==> config.mk <==
export PLATFORM = sky130hd
export DESIGN_NAME = bpu_top
export DESIGN_NICKNAME = d
export VERILOG_FILES = /design/src/bpu_pkg.sv /design/src/bpu_top.sv /design/src/next_pc_select.sv /design/src/branch_predecode.sv /design/src/ras.sv /design/src/ret_pc_ram.sv
export VERILOG_INCLUDE_DIRS = /design/src
export SDC_FILE = /design/constraint.sdc
export NUM_CORES = 1
export LEC_CHECK = 0
export BUFFER_PORTS_ARGS = -buffer_cell sky130_fd_sc_hd__buf_2
export CORE_MARGIN = 2
export CORE_UTILIZATION = 45
export DETAILED_ROUTE_END_ITERATION = 6
export GPL_ROUTABILITY_DRIVEN = 0
export SETUP_SLACK_MARGIN = 0.3
export SYNTH_ARGS = -nofsm -noshare
export SYNTH_HDL_FRONTEND = slang
export SYNTH_SLANG_ARGS = --single-unit
==> constraint.sdc <==
create_clock -name clk -period 12.92 [get_ports clk]
set_input_delay 1.292 -clock clk [delete_from_list [all_inputs] [get_ports clk]]
set_output_delay 1.292 -clock clk [all_outputs]
set_load 0.05 [all_outputs]
==> src/bpu_params.svh <==
`ifndef BPU_PARAMS_SVH
`define BPU_PARAMS_SVH

// Width of a fetch address in bits.
`define BPU_ADDR_W 32

// Return address stack entries, a power of two.
`define BPU_RAS_SIZE 8

// Boot vector in kseg1, held as the prediction out of reset.
`define BPU_RESET_PC 32'hbfc00000

`endif
==> src/bpu_pkg.sv <==
`default_nettype none

`include "bpu_params.svh"

package bpu_pkg;

    typedef logic [`BPU_ADDR_W-1:0] addr_t;

    typedef enum logic [2:0] {
        BR_NONE     = 3'd0,
        BR_COND     = 3'd1, // BEQ, BNE, BLEZ, BGTZ.
        BR_JUMP     = 3'd2, // J.
        BR_CALL     = 3'd3, // JAL.
        BR_RET      = 3'd4, // JR $31.
        BR_INDIRECT = 3'd5  // JR other register, JALR.
    } branch_kind_e;

    // Primary opcode, instr[31:26].
    typedef enum logic [5:0] {
        OP_SPECIAL = 6'h00,
        OP_J       = 6'h02,
        OP_JAL     = 6'h03,
        OP_BEQ     = 6'h04,
        OP_BNE     = 6'h05,
        OP_BLEZ    = 6'h06,
        OP_BGTZ    = 6'h07
    } opcode_e;

    // SPECIAL function field, instr[5:0].
    typedef enum logic [5:0] {
        FN_JR   = 6'h08,
        FN_JALR = 6'h09
    } funct_e;

endpackage

`default_nettype wire

==> src/bpu_top.sv <==
`timescale 1ns/1ps
`default_nettype none

module bpu_top (
    input  wire logic           clk,
    input  wire logic           resetn,
    input  wire logic           fetch_valid,
    input  wire bpu_pkg::addr_t fetch_pc,
    input  wire logic [31:0]    fetch_instr,
    output logic                pred_valid,
    output bpu_pkg::addr_t      pred_pc,
    output logic                pred_taken
);

    bpu_pkg::branch_kind_e br_kind;
    bpu_pkg::addr_t        br_target;
    logic                  ras_push;
    logic                  ras_pop;
    bpu_pkg::addr_t        ret_pc_push;
    bpu_pkg::addr_t        ret_pc_pop;
    logic                  ras_fail;

    branch_predecode u_predecode (
        .fetch_valid (fetch_valid),
        .fetch_pc    (fetch_pc),
        .fetch_instr (fetch_instr),
        .br_kind     (br_kind),
        .br_target   (br_target),
        .ras_push    (ras_push),
        .ras_pop     (ras_pop),
        .ret_pc_push (ret_pc_push)
    );

    ras u_ras (
        .clk         (clk),
        .resetn      (resetn),
        .push        (ras_push),
        .pop         (ras_pop),
        .ret_pc_push (ret_pc_push),
        .ret_pc_pop  (ret_pc_pop),
        .fail        (ras_fail)
    );

    next_pc_select u_next_pc (
        .clk         (clk),
        .resetn      (resetn),
        .fetch_valid (fetch_valid),
        .fetch_pc    (fetch_pc),
        .br_kind     (br_kind),
        .br_target   (br_target),
        .ret_pc      (ret_pc_pop),
        .ras_fail    (ras_fail),
        .pred_valid  (pred_valid),
        .pred_pc     (pred_pc),
        .pred_taken  (pred_taken)
    );

endmodule

`default_nettype wire

==> src/next_pc_select.sv <==
`timescale 1ns/1ps
`default_nettype none

`include "bpu_params.svh"

module next_pc_select (
    input  wire logic                  clk,
    input  wire logic                  resetn,
    input  wire logic                  fetch_valid,
    input  wire bpu_pkg::addr_t        fetch_pc,
    input  wire bpu_pkg::branch_kind_e br_kind,
    input  wire bpu_pkg::addr_t        br_target,
    input  wire bpu_pkg::addr_t        ret_pc,
    input  wire logic                  ras_fail,
    output logic                       pred_valid,
    output bpu_pkg::addr_t             pred_pc,
    output logic                       pred_taken
);

    bpu_pkg::addr_t seq_pc;
    bpu_pkg::addr_t next_pc;
    logic           taken;

    assign seq_pc = fetch_pc + `BPU_ADDR_W'd4;

    always_comb begin
        next_pc = seq_pc;
        taken   = 1'b0;
        case (br_kind)
            bpu_pkg::BR_JUMP,
            bpu_pkg::BR_CALL: begin
                next_pc = br_target;
                taken   = 1'b1;
            end
            bpu_pkg::BR_COND: begin
                if (br_target < fetch_pc) begin // Backward taken, likely a loop.
                    next_pc = br_target;
                    taken   = 1'b1;
                end
            end
            bpu_pkg::BR_RET: begin
                if (!ras_fail) begin
                    next_pc = ret_pc;
                    taken   = 1'b1;
                end
            end
            default: begin
                next_pc = seq_pc; // Indirect targets are unknown here.
                taken   = 1'b0;
            end
        endcase
    end

    always_ff @(posedge clk) begin
        if (!resetn) begin
            pred_valid <= 1'b0;
            pred_pc    <= `BPU_RESET_PC;
            pred_taken <= 1'b0;
        end else begin
            pred_valid <= fetch_valid;
            if (fetch_valid) begin
                pred_pc    <= next_pc;
                pred_taken <= taken;
            end
        end
    end

endmodule

`default_nettype wire

==> src/branch_predecode.sv <==
`timescale 1ns/1ps
`default_nettype none

`include "bpu_params.svh"

module branch_predecode (
    input  wire logic            fetch_valid,
    input  wire bpu_pkg::addr_t  fetch_pc,
    input  wire logic [31:0]     fetch_instr,
    output bpu_pkg::branch_kind_e br_kind,
    output bpu_pkg::addr_t       br_target,
    output logic                 ras_push,
    output logic                 ras_pop,
    output bpu_pkg::addr_t       ret_pc_push
);

    bpu_pkg::opcode_e opcode;
    bpu_pkg::funct_e  funct;
    logic [4:0]       rs;
    logic [15:0]      imm;
    logic [25:0]      index;
    bpu_pkg::addr_t   pc_plus4;
    bpu_pkg::addr_t   jump_target;
    bpu_pkg::addr_t   cond_target;

    assign opcode = bpu_pkg::opcode_e'(fetch_instr[31:26]);
    assign funct  = bpu_pkg::funct_e'(fetch_instr[5:0]);
    assign rs     = fetch_instr[25:21];
    assign imm    = fetch_instr[15:0];
    assign index  = fetch_instr[25:0];

    // No delay slot, so the link address is the next word.
    assign pc_plus4 = fetch_pc + `BPU_ADDR_W'd4;

    // J-type target stays inside the 256 MB region of the next word.
    assign jump_target = {pc_plus4[`BPU_ADDR_W-1 -: 4], index, 2'b00};

    assign cond_target = pc_plus4 + {{(`BPU_ADDR_W-18){imm[15]}}, imm, 2'b00};

    always_comb begin
        br_kind = bpu_pkg::BR_NONE;
        case (opcode)
            bpu_pkg::OP_SPECIAL: begin
                if (funct == bpu_pkg::FN_JR) begin
                    if (rs == 5'd31) begin
                        br_kind = bpu_pkg::BR_RET;
                    end else begin
                        br_kind = bpu_pkg::BR_INDIRECT;
                    end
                end else if (funct == bpu_pkg::FN_JALR) begin
                    br_kind = bpu_pkg::BR_INDIRECT; // Register target, no link on the stack.
                end
            end
            bpu_pkg::OP_J: begin
                br_kind = bpu_pkg::BR_JUMP;
            end
            bpu_pkg::OP_JAL: begin
                br_kind = bpu_pkg::BR_CALL;
            end
            bpu_pkg::OP_BEQ,
            bpu_pkg::OP_BNE,
            bpu_pkg::OP_BLEZ,
            bpu_pkg::OP_BGTZ: begin
                br_kind = bpu_pkg::BR_COND;
            end
            default: begin
                br_kind = bpu_pkg::BR_NONE;
            end
        endcase
    end

    always_comb begin
        if (br_kind == bpu_pkg::BR_COND) begin
            br_target = cond_target;
        end else begin
            br_target = jump_target;
        end
    end

    // Stack traffic only for a word that is really fetched.
    assign ras_push    = fetch_valid && (br_kind == bpu_pkg::BR_CALL);
    assign ras_pop     = fetch_valid && (br_kind == bpu_pkg::BR_RET);
    assign ret_pc_push = pc_plus4;

endmodule

`default_nettype wire

==> src/ras.sv <==
`timescale 1ns/1ps
`default_nettype none

`include "bpu_params.svh"

module ras #(
    parameter int RAS_SIZE = `BPU_RAS_SIZE
) (
    input  wire logic           clk,
    input  wire logic           resetn,
    input  wire logic           push,
    input  wire logic           pop,
    input  wire bpu_pkg::addr_t ret_pc_push,
    output bpu_pkg::addr_t      ret_pc_pop,
    output logic                fail
);

    localparam int PTR_W = $clog2(RAS_SIZE);
    localparam int OVF_W = PTR_W + 1;

    // Top is zero both for an empty stack and for a single entry.
    logic [PTR_W-1:0] top;
    logic [PTR_W-1:0] top_nxt;
    logic [PTR_W-1:0] ram_addr;
    logic             empty;
    logic             empty_nxt;
    logic             full;
    logic [OVF_W-1:0] ovf_cnt;
    logic [OVF_W-1:0] ovf_cnt_nxt;

    assign full = ~empty & (&top);

    always_comb begin
        empty_nxt = empty;
        if (push) begin
            empty_nxt = 1'b0;
        end else if (pop && ~(|ovf_cnt) && (top == '0)) begin
            empty_nxt = 1'b1; // Last real entry leaves.
        end
    end

    always_comb begin
        top_nxt = top;
        if (push) begin
            if (~empty && ~full) begin
                top_nxt = top + 1'b1;
            end
        end else if (pop) begin
            // Overflowed pops consume the overwritten slot, not the pointer.
            if (~(|ovf_cnt) && ~empty && (top != '0)) begin
                top_nxt = top - 1'b1;
            end
        end
    end

    always_comb begin
        ovf_cnt_nxt = ovf_cnt;
        if (push && full) begin
            if (~(&ovf_cnt)) begin
                ovf_cnt_nxt = ovf_cnt + 1'b1; // Saturates.
            end
        end else if (pop && (|ovf_cnt)) begin
            ovf_cnt_nxt = ovf_cnt - 1'b1;
        end
    end

    always_ff @(posedge clk) begin
        if (!resetn) begin
            top     <= '0;
            empty   <= 1'b1;
            ovf_cnt <= '0;
        end else begin
            top     <= top_nxt;
            empty   <= empty_nxt;
            ovf_cnt <= ovf_cnt_nxt;
        end
    end

    // A push writes where the new top will be; a full push lands on top itself.
    always_comb begin
        if (push) begin
            ram_addr = top_nxt;
        end else begin
            ram_addr = top;
        end
    end

    ret_pc_ram #(
        .DEPTH (RAS_SIZE)
    ) u_ret_pc_ram (
        .clk   (clk),
        .addr  (ram_addr),
        .we    (push),
        .wdata (ret_pc_push),
        .rdata (ret_pc_pop)
    );

    // Either nothing to pop, or the top slot was overwritten by deeper calls.
    assign fail = empty | (|ovf_cnt);

endmodule

`default_nettype wire

==> src/ret_pc_ram.sv <==
`timescale 1ns/1ps
`default_nettype none

`include "bpu_params.svh"

module ret_pc_ram #(
    parameter int  DEPTH  = `BPU_RAS_SIZE,
    localparam int ADDR_W = $clog2(DEPTH)
) (
    input  wire logic              clk,
    input  wire logic [ADDR_W-1:0] addr,
    input  wire logic              we,
    input  wire bpu_pkg::addr_t    wdata,
    output bpu_pkg::addr_t         rdata
);

    bpu_pkg::addr_t mem [DEPTH];

    assign rdata = mem[addr]; // Asynchronous read port.

    always_ff @(posedge clk) begin
        if (we) begin
            mem[addr] <= wdata;
        end
    end

endmodule

`default_nettype wire

==> flow_summary.toml <==
[cells_and_area]
multiInputGateArea_sq_um = 6150
nets = 1582
post-route-util = 0.523
final_area_sq_um = 17100
drive_gt1_frac = 0.145
register_area_sq_um = 8530
fill_cells = 2941
antenna_cells = 0
syn2layout_area_growth_pct = 13.8

[logic_synthesis]
syn_area_per_cell_sq_um = 11.2
yosys_register_bits = 298
yosys-top-cells-area = "edfxtp_1, ha_1, dfxtp_1, nand2_1, o21ai_0"
yosysMostFrequentCell = "edfxtp_1"
synth-edff-count = 256
async_flop_share = 0
ys_types = 82
synth_top_area_cell = "edfxtp_1"
yosysTopAreaCellShare = 0.512
synthFlopType = "edfxtp_1"
ys_seq_area_frac = 0.568
synthTopCellsByCount = "edfxtp_1, nand2_1, o21ai_0, ha_1, a21oi_1"
yosys_warnings = 0
synth_nets = 1481
synthCells = 1340
syn-cell-area_sq_um = 15000

[clocking]
clock_path_buffers = 3
cts_tree = "yes"
cts_setup_buffers = 0
clk_latency_ns = 0.56
ctsResizeCount = 0
htreeDepth = 1
ctsHoldBuffers = 0
clock_sinks = 298
root_buffer = "clkbuf_16"
cts_buffers = 29
clk_pin_slew_ns = 0.06

[critical_path]
slowest_delay_ns = 0.78
startpoint = "fetch_pc[3]"
crit_top_cell = "a21oi_1"
endpoint_kind = "flop"
r2r_setup_slack_ns = 8.96
startpoint_type = "input port"
cp_slowest_cell = "xnor2_1"
reg2reg_depth = 13
timing.rr.start = "u_ras.top[1]"
crit_end = "u_next_pc.pred_pc[3]"
timing.rr.end = "u_next_pc.pred_pc[27]"
critPathArrivalTime_ns = 8.65
critical_path_class = "input port to flop"
cp_max_fo = 25
crit_family = "compound AO/OA/AOI/OAI gates"
path_buf_inv = 2
cp.required_ns = 13.34
cp_num_cells = 26

[place]
dp_hpwl_um = 30200
port_buffers = 100
postPlaceCellArea_sq_um = 16200
dp_slack_ns = 4.34

[sta]
final-setup-viol-count = 0
slew_viol_final = 0
clock_skew_ns = 0.0126
max_freq_mhz = 121
tightest_slew_ns = 1.28
setup_ws_ns = 4.69
period_share = 0.637
tns_ns = 0
grt_setup_unrepaired = "no"
slew_headroom = 0.142
finalHoldViolCount = 0
final.min_clock_period_ns = 8.23

[floorplanning]
io-pin-count = 101
fp-row-count = 66
start_util = 0.459
die_area_sq_um = 34900
die_x_um = 187
core_area_sq_um = 32700
die_h_um = 187

[run]
maxCapViolCount = 0

[power_and_ir_drop]
p_total_uw = 2130
irDropWorstVdd_v = 0.000108
power_density_nw_per_um2 = 124
leakage_uw = 0.00624

[detailed_routing]
viasPerCell = 6.07
drt_iter0_drc = 1082
routed-via-count = 11576
drc = 0
wl_per_cell_um = 24.4
ant_nets = 0
dr.pass1.iters = 5
drt-total-wl_um = 46600

[worst_hold_path]
hold_path_class = "flop to flop"

[status]
status = "finished clean"

[global_route]
grt_max_degree = 65
antenna_found_initial = 0
grt_pass1_wl_um = 68900
grt_usage = 0.261
grt_pass1_vias = 11171
grt_overflow = 0
==> flip-flops by register name, summed over array words and instances (netlist names) <==
register,flops
u_ras.ovf_cnt,4
u_ras.top,3
u_ras.empty,1
u_ras.u_ret_pc_ram.mem,256
u_next_pc.pred_pc,32
u_next_pc.pred_valid,1
u_next_pc.pred_taken,1
==> placed cells by master (no fill, tap or decap), types with 33 or more instances in the layout <==
master    synthesis  final
nand2_1         179    179
o22ai_1          47     47
nand3_1          41     41
buf_2            20    100
buf_4             3     33
xnor2_1          44     43
o21ai_0          93     93
nor2_1           68     60
a21oi_1          71     71
inv_1            49     49
dfxtp_1          42     42
edfxtp_1        256    256
ha_1             72     72
==> report_power, final <==
group | total, uW | switching (uW) | internal (uW)
Sequential | 1060 | 6.28 | 1050
Combinational | 243 | 165 | 78.1
Clock | 824 | 355 | 469
==> tightest hold or removal path, delay by kind of cell (launching register included) <==
| kind | cells | cell delay (ns) |
|---|---|---|
| flops | 1 | 0.32 |
| simple gates | 2 | 0.14 |
==> through the flow <==
step / cells / hold slack, ns
floorplan: 1340 / 0.523
global placement: 1852 / 0.473
detailed placement: 1852 / 0.484
CTS: 1906 / 0.498
global route: 1906 / 0.525
finish: 1906 / 0.489
==> metal layers <==
layer	part of all wire	global-route usage	up-vias
met5	0	0	-
met4	0.031	0.0839	0
met3	0.091	0.0382	77
met2	0.46	0.420	563
met1	0.42	0.366	5608
li1	-	-	5328
==> cells by family (layout without fill, tap and decap cells) <==
kind of cell	count (synthesis)	count (layout)	synth area share
AO/OA/AOI/OAI	388	388	0.171
XOR/XNOR	62	62	0.0366
adder cells (fa/ha/maj)	74	74	0.0626
buffers and inverters	112	236	0.0304
flip-flops	298	298	0.568
multiplexers	16	16	0.0110
AND/OR/NAND/NOR	390	390	0.121
==> layout make-up <==
cell class              count  area share
clock buffers              43      0.0490
multi-input cells         930       0.360
flip-flops and latches    298       0.499
inverters                  49      0.0108
repair buffers            133      0.0438
well taps                 442      0.0324
clock inverters            11     0.00520
==> how the worst min path moves through the flow <==
stage                          start               endpoint  slack (ns)  depth (start not counted)
6_report       u_next_pc.pred_pc[24]  u_next_pc.pred_pc[24]        0.49                          2
5_1_grt        u_next_pc.pred_pc[28]  u_next_pc.pred_pc[28]        0.52                          1
4_1_cts        u_next_pc.pred_pc[28]  u_next_pc.pred_pc[28]        0.50                          1
3_5_place_dp   u_next_pc.pred_pc[28]  u_next_pc.pred_pc[28]        0.48                          1
3_3_place_gp   u_next_pc.pred_pc[28]  u_next_pc.pred_pc[28]        0.47                          1
2_1_floorplan       u_ras.ovf_cnt[3]       u_ras.ovf_cnt[3]        0.52                          2
(Power assumes the default switching activity.)
